`src/common/fpa_config.svh`:
```
/*
	word widths and field sizes of the FPU mantissa datapath
*/

`ifndef FPA_CONFIG_SVH
`define FPA_CONFIG_SVH

// 40-bit mantissa of the machine format
`define FPA_WIDTH 40

// W and ZP bus word
`define FPA_WORD 16

// third slice of T, placed in the upper half of a bus word
`define FPA_LOW_BITS 8

// shift count field of the W word
`define FPA_CNT_BITS 6

`endif

```
`src/common/fpa_pkg.sv`:
```
/*
	command, micro-op, slice, flag and mantissa types of the FPU datapath
*/

`default_nettype none

`include "fpa_config.svh"

package fpa_pkg;

	typedef enum logic [2:0] {
		cmd_nop = 3'd0,
		cmd_ldw = 3'd1,
		cmd_t2c = 3'd2,
		cmd_t2m = 3'd3,
		cmd_add = 3'd4,
		cmd_sub = 3'd5,
		cmd_clr = 3'd6,
		cmd_shf = 3'd7
	} fpa_cmd_e;

	// T slices on the W and ZP buses, last code is the flag word
	typedef enum logic [1:0] {
		slice_hi    = 2'd0,
		slice_mid   = 2'd1,
		slice_lo    = 2'd2,
		slice_flags = 2'd3
	} fpa_slice_e;

	typedef struct packed {
		logic                 t_load;
		fpa_slice_e           slice;
		logic [`FPA_WORD-1:0] w;
		logic                 t_shl;
		logic                 t_shr;
		logic                 t_sum;
		logic                 sub;
		logic                 t_clr;
		logic                 t2c;
		logic                 t2m;
	} fpa_uop_t;

	typedef struct packed {
		logic [`FPA_WORD-1:0]     hi;
		logic [`FPA_WORD-1:0]     mid;
		logic [`FPA_LOW_BITS-1:0] lo;
	} fpa_words_t;

	// raw for the adder, words for bus loads and readout
	typedef union packed {
		logic [`FPA_WIDTH-1:0] raw;
		fpa_words_t            words;
	} fpa_mant_u;

	typedef struct packed {
		logic z;
		logic s;
		logic c;
		logic v;
	} fpa_flags_t;

endpackage

`default_nettype wire

```
`src/hw/fp_readout.sv`:
```
/*
	ZP bus slice multiplexer, zero and sign detection, flag register
*/

`default_nettype none

`include "fpa_config.svh"

module fp_readout
	import fpa_pkg::*;
(
	input  wire                  strob_fp_,
	input  wire                  _0_t_,
	input  fpa_mant_u            t_q,
	input  wire                  carry,
	input  wire                  ovf,
	input  wire                  arith_done,
	input  fpa_slice_e           rd_sel,
	output logic [`FPA_WORD-1:0] zp,
	output fpa_flags_t           flags
);

	// flags follow the T written by the last add or subtract
	always_ff @(posedge strob_fp_ or negedge _0_t_) begin
		if (!_0_t_) begin
			flags <= '0;
		end else if (arith_done) begin
			flags.z <= ~|t_q.raw;
			flags.s <= t_q.raw[`FPA_WIDTH-1];
			flags.c <= carry;
			flags.v <= ovf;
		end
	end

	always_comb begin
		case (rd_sel)
			slice_hi:  zp = t_q.words.hi;
			slice_mid: zp = t_q.words.mid;
			// short slice left-aligned
			slice_lo:  zp = {t_q.words.lo, {(`FPA_WORD - `FPA_LOW_BITS){1'b0}}};
			default:   zp = {flags, {(`FPA_WORD - 4){1'b0}}};
		endcase
	end

endmodule

`default_nettype wire

```
`src/hw/fp_sequencer.sv`:
```
/*
	command decoder and shift counter, one registered micro-op per clock
*/

`default_nettype none

`include "fpa_config.svh"

module fp_sequencer
	import fpa_pkg::*;
(
	input  wire                  strob_fp_,
	input  wire                  _0_t_,
	input  wire                  cmd_stb,
	input  fpa_cmd_e             cmd,
	input  wire [`FPA_WORD-1:0]  w,
	output fpa_uop_t             uop,
	output logic                 busy
);

	fpa_uop_t                  uop_d;
	logic [`FPA_CNT_BITS-1:0]  cnt;
	logic                      dir;
	logic                      accept;
	logic                      shf_start;

	assign accept    = cmd_stb && !busy;
	assign shf_start = accept && (cmd == cmd_shf);

	always_comb begin
		uop_d = '0;
		if (busy) begin
			// remaining shift steps, dir 1 is right
			if (cnt != '0) begin
				uop_d.t_shl = !dir;
				uop_d.t_shr = dir;
			end
		end else if (cmd_stb) begin
			case (cmd)
				cmd_ldw: begin
					// no T slice behind the flag code
					if (fpa_slice_e'(w[1:0]) != slice_flags) begin
						uop_d.t_load = 1'b1;
						uop_d.slice  = fpa_slice_e'(w[1:0]);
						uop_d.w      = w;
					end
				end
				cmd_t2c: uop_d.t2c = 1'b1;
				cmd_t2m: uop_d.t2m = 1'b1;
				cmd_add: uop_d.t_sum = 1'b1;
				cmd_sub: begin
					uop_d.t_sum = 1'b1;
					uop_d.sub   = 1'b1;
				end
				cmd_clr: uop_d.t_clr = 1'b1;
				cmd_shf: begin
					uop_d.t_shl = !w[15];
					uop_d.t_shr = w[15];
				end
				default: uop_d = '0;
			endcase
		end
	end

	always_ff @(posedge strob_fp_ or negedge _0_t_) begin
		if (!_0_t_) begin
			uop  <= '0;
			busy <= 1'b0;
			cnt  <= '0;
			dir  <= 1'b0;
		end else begin
			uop <= uop_d;
			if (shf_start) begin
				// first step goes out now, count 0 means one step
				busy <= 1'b1;
				dir  <= w[15];
				cnt  <= (w[`FPA_CNT_BITS-1:0] == '0) ? '0 : w[`FPA_CNT_BITS-1:0] - 1'b1;
			end else if (busy) begin
				if (cnt == '0) begin
					busy <= 1'b0;
				end else begin
					cnt <= cnt - 1'b1;
				end
			end
		end
	end

	a_busy_from_shf : assert property (
		@(posedge strob_fp_) disable iff (!_0_t_)
		$rose(busy) |-> $past(cmd_stb && cmd == cmd_shf)
	);

	a_one_t_op : assert property (
		@(posedge strob_fp_) disable iff (!_0_t_)
		$onehot0({uop.t_load, uop.t_shl, uop.t_shr, uop.t_sum, uop.t_clr})
	);

endmodule

`default_nettype wire

```
`src/hw/fpa/fpa.sv`:
```
/*
	T, C and M mantissa registers with load, shift, copy and add/subtract paths
*/

`default_nettype none

`include "fpa_config.svh"

module fpa
	import fpa_pkg::*;
(
	input  wire        strob_fp_,
	input  wire        _0_t_,
	input  fpa_uop_t   uop,
	output fpa_mant_u  t_q,
	output logic       carry,
	output logic       ovf,
	output logic       arith_done
);

	fpa_mant_u             t;
	logic [`FPA_WIDTH-1:0] c;
	logic [`FPA_WIDTH-1:0] m;

	logic [`FPA_WIDTH-1:0] sum;
	logic                  add_c;
	logic                  add_v;

	// T plus or minus C, always present on sum
	fpa_adder fpa_adder_inst (
		.a     (t.raw),
		.b     (c),
		.sub   (uop.sub),
		.sum   (sum),
		.carry (add_c),
		.ovf   (add_v)
	);

	// T register
	always_ff @(posedge strob_fp_ or negedge _0_t_) begin
		if (!_0_t_) begin
			t.raw <= '0;
		end else if (uop.t_clr) begin
			t.raw <= '0;
		end else if (uop.t_load) begin
			case (uop.slice)
				slice_hi: begin
					t.words.hi <= uop.w;
				end
				slice_mid: begin
					t.words.mid <= uop.w;
				end
				slice_lo: begin
					// upper byte of W lands in the short slice
					t.words.lo <= uop.w[`FPA_WORD-1 -: `FPA_LOW_BITS];
				end
				default: begin
					t.raw <= t.raw;
				end
			endcase
		end else if (uop.t_shl) begin
			// left shift, in-bit from the top of M
			t.raw <= {t.raw[`FPA_WIDTH-2:0], m[`FPA_WIDTH-1]};
		end else if (uop.t_shr) begin
			// right shift, in-bit from the bottom of M
			t.raw <= {m[0], t.raw[`FPA_WIDTH-1:1]};
		end else if (uop.t_sum) begin
			t.raw <= sum;
		end
	end

	// C operand register
	always_ff @(posedge strob_fp_ or negedge _0_t_) begin
		if (!_0_t_) begin
			c <= '0;
		end else if (uop.t2c) begin
			c <= t.raw;
		end
	end

	// M auxiliary register, source of shift in-bits
	always_ff @(posedge strob_fp_ or negedge _0_t_) begin
		if (!_0_t_) begin
			m <= '0;
		end else if (uop.t2m) begin
			m <= t.raw;
		end
	end

	// adder status captured with the sum
	always_ff @(posedge strob_fp_ or negedge _0_t_) begin
		if (!_0_t_) begin
			carry      <= 1'b0;
			ovf        <= 1'b0;
			arith_done <= 1'b0;
		end else begin
			arith_done <= uop.t_sum;
			if (uop.t_sum) begin
				carry <= add_c;
				ovf   <= add_v;
			end
		end
	end

	assign t_q = t;

	// the sequencer drops slice loads aimed at the flag word
	a_no_flag_load : assert property (
		@(posedge strob_fp_) disable iff (!_0_t_)
		uop.t_load |-> (uop.slice != slice_flags)
	);

endmodule

`default_nettype wire

```
`src/hw/fpa/fpa_adder.sv`:
```
/*
	40-bit add/subtract, 4-bit groups with carry lookahead between them
*/

`default_nettype none

`include "fpa_config.svh"

module fpa_adder (
	input  wire [`FPA_WIDTH-1:0] a,
	input  wire [`FPA_WIDTH-1:0] b,
	input  wire                  sub,
	output logic [`FPA_WIDTH-1:0] sum,
	output logic                  carry,
	output logic                  ovf
);

	localparam int GROUPS = `FPA_WIDTH / 4;

	logic [`FPA_WIDTH-1:0] bx;
	logic [`FPA_WIDTH-1:0] g;
	logic [`FPA_WIDTH-1:0] p;
	logic [`FPA_WIDTH-1:0] cb;
	logic [GROUPS-1:0]     grp_g;
	logic [GROUPS-1:0]     grp_p;
	logic [GROUPS:0]       gc;

	// subtract as a + ~b + 1
	assign bx = sub ? ~b : b;
	assign g  = a & bx;
	assign p  = a ^ bx;

	genvar k;
	generate
		for (k = 0; k < GROUPS; k++) begin : grp
			assign grp_g[k] = g[4*k+3] | (p[4*k+3] & g[4*k+2]) |
				(p[4*k+3] & p[4*k+2] & g[4*k+1]) |
				(p[4*k+3] & p[4*k+2] & p[4*k+1] & g[4*k]);
			assign grp_p[k] = &p[4*k+3:4*k];
			// bit carries inside the group
			assign cb[4*k]   = gc[k];
			assign cb[4*k+1] = g[4*k] | (p[4*k] & gc[k]);
			assign cb[4*k+2] = g[4*k+1] | (p[4*k+1] & cb[4*k+1]);
			assign cb[4*k+3] = g[4*k+2] | (p[4*k+2] & cb[4*k+2]);
		end
	endgenerate

	// group carries as sum of products over G/P
	always_comb begin
		logic term;
		for (int i = 0; i <= GROUPS; i++) begin
			gc[i] = 1'b0;
			for (int j = -1; j < i; j++) begin
				term = (j < 0) ? sub : grp_g[j];
				for (int q = j + 1; q < i; q++) begin
					term = term & grp_p[q];
				end
				gc[i] = gc[i] | term;
			end
		end
	end

	assign sum   = p ^ cb;
	assign carry = gc[GROUPS];
	assign ovf   = (a[`FPA_WIDTH-1] == bx[`FPA_WIDTH-1]) &
		(sum[`FPA_WIDTH-1] != a[`FPA_WIDTH-1]);

endmodule

`default_nettype wire

```
`src/hw/fpu_arith.sv`:
```
/*
	FPU mantissa arithmetic top: sequencer, datapath and readout
*/

`default_nettype none

`include "fpa_config.svh"

module fpu_arith
	import fpa_pkg::*;
(
	input  wire                  strob_fp_,
	input  wire                  _0_t_,
	input  wire                  cmd_stb,
	input  fpa_cmd_e             cmd,
	input  wire [`FPA_WORD-1:0]  w,
	input  fpa_slice_e           rd_sel,
	output logic                 busy,
	output logic [`FPA_WORD-1:0] zp,
	output fpa_flags_t           flags
);

	fpa_uop_t  uop;
	fpa_mant_u t_q;
	logic      carry;
	logic      ovf;
	logic      arith_done;

	fp_sequencer fp_sequencer_inst (
		.strob_fp_ (strob_fp_),
		._0_t_     (_0_t_),
		.cmd_stb   (cmd_stb),
		.cmd       (cmd),
		.w         (w),
		.uop       (uop),
		.busy      (busy)
	);

	fpa fpa_inst (
		.strob_fp_  (strob_fp_),
		._0_t_      (_0_t_),
		.uop        (uop),
		.t_q        (t_q),
		.carry      (carry),
		.ovf        (ovf),
		.arith_done (arith_done)
	);

	fp_readout fp_readout_inst (
		.strob_fp_  (strob_fp_),
		._0_t_      (_0_t_),
		.t_q        (t_q),
		.carry      (carry),
		.ovf        (ovf),
		.arith_done (arith_done),
		.rd_sel     (rd_sel),
		.zp         (zp),
		.flags      (flags)
	);

endmodule

`default_nettype wire

```
`config.mk`:
```
export PLATFORM = sky130hd
export DESIGN_NAME = fpu_arith
export DESIGN_NICKNAME = d
export VERILOG_FILES = /design/src/common/fpa_pkg.sv /design/src/hw/fp_readout.sv /design/src/hw/fp_sequencer.sv /design/src/hw/fpa/fpa.sv /design/src/hw/fpa/fpa_adder.sv /design/src/hw/fpu_arith.sv
export VERILOG_INCLUDE_DIRS = /design/src /design/src/common
export SDC_FILE = /design/constraint.sdc
export NUM_CORES = 1
export LEC_CHECK = 0
export ABC_CLOCK_PERIOD_IN_PS = 4100
export BUFFER_PORTS_ARGS = -buffer_cell sky130_fd_sc_hd__buf_2
export CAP_MARGIN = 20
export CORE_UTILIZATION = 48
export DETAILED_ROUTE_END_ITERATION = 6
export PLACE_DENSITY = 0.65
export RECOVER_POWER = 25
export SETUP_SLACK_MARGIN = 0.02
export SYNTH_ARGS = -nofsm -noshare
export SYNTH_HDL_FRONTEND = slang
export SYNTH_SLANG_ARGS = --single-unit
```
`constraint.sdc`:
```
create_clock -name strob_fp_ -period 4.1 [get_ports strob_fp_]
set_input_delay 0.41 -clock strob_fp_ [delete_from_list [all_inputs] [get_ports strob_fp_]]
set_output_delay 0.41 -clock strob_fp_ [all_outputs]
set_load 0.005 [all_outputs]
```
==> results.md <==
- The worst-margin pin slew is 1.956 ns.
- The initial cell density of the core is 0.4943.
- TritonCTS built the clock tree.
- The horizontal die dimension is 132.9 um.
- The sequential cells in the finished layout cover a total of 3032 um2.
- The sequential group share of total power is 0.273.
- The count of inserted antenna diode cells is 0.
- The routed via count divided by cell count is 5.847.
- Synthesis handed over a netlist of 823 instances.
- Overall power consumption after layout is estimated at 6.950 mW.
- The share of post-route cells with drive strength above 1 is 0.3068.
- The worst setup path is of the reg2reg kind.
- The startpoint class of the critical path is a flop.
- Timing would allow up to 231.1 MHz.
- The slowest stage of the critical path belongs to the cell sky130_fd_sc_hd__dfrtp_2.
- Yosys mapped the design onto 51 distinct sky130hd cell types.
- After detailed routing, the average wire length per cell comes to 20.28 um.
- The number of sinks on the clock net is 121.
- In the finished design, the share of the clock period the worst path needs comes to 1.055.
- In this run the tightest slew margin relative to its limit is -0.3039.
- The most numerous cell on the critical path is sky130_fd_sc_hd__fa_2.
- The count of TritonRoute iterations in the first routing pass is 5.
- The share of the Yosys chip area taken by registers is 0.3681.
- The overall die area is 17670 um2.
- In the post-route analysis, the smallest setup slack over all paths is -0.2273 ns.
- The number of violations of the max-capacitance limit is 1.
- The busiest metal layer after global routing is met2.
- Of the total power, the clock network draws 0.241.
- The final-layout fill cell count is 1330.
- Of the total power, the share spent switching nets is 0.3921.
- The total global routing track utilization is 0.2795.
- The number of levels the H-tree was split into is 4.
- After clock tree synthesis, the clock-pin slew on the worst setup and hold paths is 0.05 ns.
- The synthesis-stage register bit count is 121.
- The root buffer cell chosen for the clock tree is sky130_fd_sc_hd__clkbuf_16.
- The number of pins exceeding their max-slew limit in the final report is 75.
- The worst-case IR drop observed on VDD is 0.0004355 V.
- Setup repair after global routing could not meet its margin everywhere.
- The static leakage is 5.071 nW.
- The smallest clock period supported by the final layout is computed as 4.327 ns.
- Once layout is done, the placed cells without fillers occupy 10260 um2.
- 45 I/O pins were placed.
- The core footprint is 16640 um2.
- The synthesized design contains 0 enable-type register cells.
- Buffers inserted during clock tree synthesis total 17.
- Cell internal power was estimated by the tool at 4.225 mW.
- The met2 track demand over resource is 0.4497.
- The analysis attributes to net switching a power of 2.725 mW.
- Summing all multi-input logic gate instances after layout gives 5207 um2.
- The clock insertion delay at the later pin of the skew report is 0.42 ns.
- Detailed placement finished with a half-perimeter wire length of 16.35 mm.
- The pin count of the biggest net entering global routing is 75.
- The number of hold violations in the final report is 0.
- The post-layout utilization of the core is 0.6168.
- The starting DRC count in detailed routing is 517.
- The class of the tightest hold or removal check is in2reg.
- The final wirelength is 23.57 mm.
- The clock skew after layout is 0.01475 ns.
- The flop-to-flop setup slack is -0.23 ns.
- The number of hold buffers added after CTS was 0.
- The met1 track utilization from global routing is 0.3650.
- In the routed design, unresolved DRC markers number 0.
- The count of antenna-violating nets left after detailed routing is 0.
- At the end of the flow, the number of nets in the layout was 1031.
- Yosys printed 0 warnings.
- The number of antenna violations at the first check in global routing was 0.
- Walking the worst path, the cells encountered are buf_12, buf_6, xor2_2, ha_1, nand4_1, nor2_2, o311ai_4, a21o_1, a211o_1, o21a_1, o21ai_2, fa_2, fa_2, inv_2, fa_2, buf_4, buf_4, xor2_1, nor2_1, mux2_2.
- Compared with the post-synthesis result, the final layout area differs by 24.78%.
- The routed layout has 6794 vias.
- The port buffer count is 44.
- The nature of the critical path endpoint is a flop.
- The checks that failed: max-capacitance violations, max-slew violations, negative setup slack.
- Routability-driven placement finished with a final weighted congestion of 0.9543.
- The net count after synthesis is 923.
- The required time of the worst setup path is 4.41 ns.
- STA puts the critical path data arrival time at 4.63 ns.
- On the critical path the largest part of the delay comes from compound AO/OA/AOI/OAI gates.
- The critical-path maximum fanout is 7.
- The row count is 47.
- The total overflow left after global routing is 0.
- Setup violations remaining at the end of the flow were counted as 9.
- Before CTS, the worst setup slack after placement is -0.3611 ns.
- The portion of total power attributed to combinational logic is 0.486.
- Averaged over all synthesized cells, the footprint is 9.996 um2.
- The buffer and inverter count on the worst path is 5.
- The cell area that synthesis handed to floorplanning was 8227 um2.
- The dominant synthesized flop cell is sky130_fd_sc_hd__dfrtp_1.
- In this run the deepest clock path goes through 2 buffers.
- The number of global-route vias before repair is 7050.
- The die is 132.9 um tall.
- The first-pass GRT wire length is 37.61 mm.
- The worst hold slack across all endpoints is 0.1746 ns.
- The placed instances occupy a cell area of 9134 um2.
- The run finished, with violations left.
- On the worst path, the slowest cell contributes a delay of 0.46 ns.
- The power per cell area is 677.1 nW/um2.
- For met3 alone, demand over resource in global routing was 0.05172.
- Counting flops with an async set or reset pin after synthesis yields a share of 1.000.
[metal layers]
layer | part of all wire | vias to the layer above
li1 | - | 3095
met1 | 0.42 | 3365
met2 | 0.48 | 277
met3 | 0.067 | 57
met5 | 0 | -
met4 | 0.033 | 0
[metrics by stage]
step	setup TNS, ns	std cells
3_3_place_gp	-2.149	1120
3_5_place_dp	-3.065	1120
6_report	-0.8712	1162
4_1_cts	-1.023	1157
2_1_floorplan	0	823
5_1_grt	-3.338	1162
[layout by cell type (no fill, tap or decap), drive strengths merged, types with 2 or more instances in the layout]
cell type  count
nor4          10
o22a           3
xnor2          6
nand3         11
buf          131
o22ai          2
o41ai          3
o21ai         72
and2          17
a31oi          3
clkinv         3
a21oi         55
ha            47
nor3           6
nand2b         4
or2            2
mux2          49
fa            29
dfrtp        121
inv           40
a22o          31
o21a           2
clkbuf        23
mux2i         48
a21o           7
nor2          61
bufinv         5
nand3b         2
nand2         63
xor2          50
nor2b          6
mux4           4
nor3b          3
nand4          8
[worst register-to-register path, delay by kind of cell (launching register included)]
| family | cells | cell delay [ns] |
|---|---|---|
| AOI/OAI and AO/OA | 5 | 1.09 |
| adders and majority gates | 4 | 1.07 |
| buffers and inverters | 5 | 0.60 |
| DFF | 1 | 0.46 |
| and+or+nand+nor | 3 | 0.43 |
| xor gates and xnor gates | 2 | 0.31 |
| muxes | 1 | 0.25 |
[logic make-up after synthesis]
family / count (synthesis) / synth area share
buffers and inverters: 84 / 0.04167
AND/OR/NAND/NOR: 200 / 0.1150
adder cells (fa/ha/maj): 76 / 0.1421
AO/OA/AOI/OAI: 185 / 0.1372
flip-flops: 121 / 0.3681
multiplexers: 101 / 0.1364
XOR/XNOR: 56 / 0.05962
[final timing paths]
kind / start / depth (start not counted) / end
min in group asynchronous: _0_t_ / 1 / fpa_inst.t_q[17]
worst min register to register: fp_sequencer_inst.dir / 1 / fp_sequencer_inst.uop[6]
worst max register to register: fp_sequencer_inst.uop[3] / 20 / fpa_inst.ovf
worst max-delay path: fp_sequencer_inst.uop[3] / 20 / fpa_inst.ovf
worst min-delay path: cmd[0] / 2 / fp_sequencer_inst.uop[1]
max in group asynchronous: _0_t_ / 2 / fp_sequencer_inst.uop[3]
[flip-flops by register name, indices dropped and copies added, names as in the netlist]
signal,flops
fpa_inst.c,40
fpa_inst.t_q,40
fp_sequencer_inst.uop,24
fp_sequencer_inst.cnt,6
fp_readout_inst.flags,4
fpa_inst.m,2
fp_sequencer_inst.busy,1
fp_sequencer_inst.dir,1
fpa_inst.arith_done,1
fpa_inst.carry,1
fpa_inst.ovf,1
[power by group through the flow]
stage	registers, mW	logic [mW]	clock network, mW
final	1.90	3.38	1.68
after CTS	1.88	3.25	1.69
after floorplan	1.84	2.11	0
after detailed placement	1.89	3.11	0
after global routing	1.94	3.72	1.76
after global placement	1.87	3.00	0
[repair_timing]
item,in CTS,in global routing
endpoints found under the setup margin,21,23
gates cloned,1,0
buffers inserted,9,7
pin swaps,37,35
resized for setup,60,40
[cell usage after synthesis (all sizes together) (21+ instances only)]
master  instances  area [um2]
a22o           31       271.5
ha             47       588.1
mux2i          48       480.5
mux2           49       551.8
inv            40       150.1
nand2          63       236.5
buf            23       113.9
a21oi          55       275.3
clkbuf         21       78.83
o21ai          72       364.1
fa             29       580.6
nor2           61       229.0
dfrtp         121        3028
xor2           50       437.9
[final cells by class]
cell class                 instances  share of cell area
tap                              220             0.02682
timing repair buffer             133             0.09166
inverter                          40             0.01463
clock buffer                      22             0.04815
clock inverter                     8             0.01609
sequential                       121              0.2953
multi-input combinational        618              0.5073
Note: power is estimated with default switching activity, not from simulation.
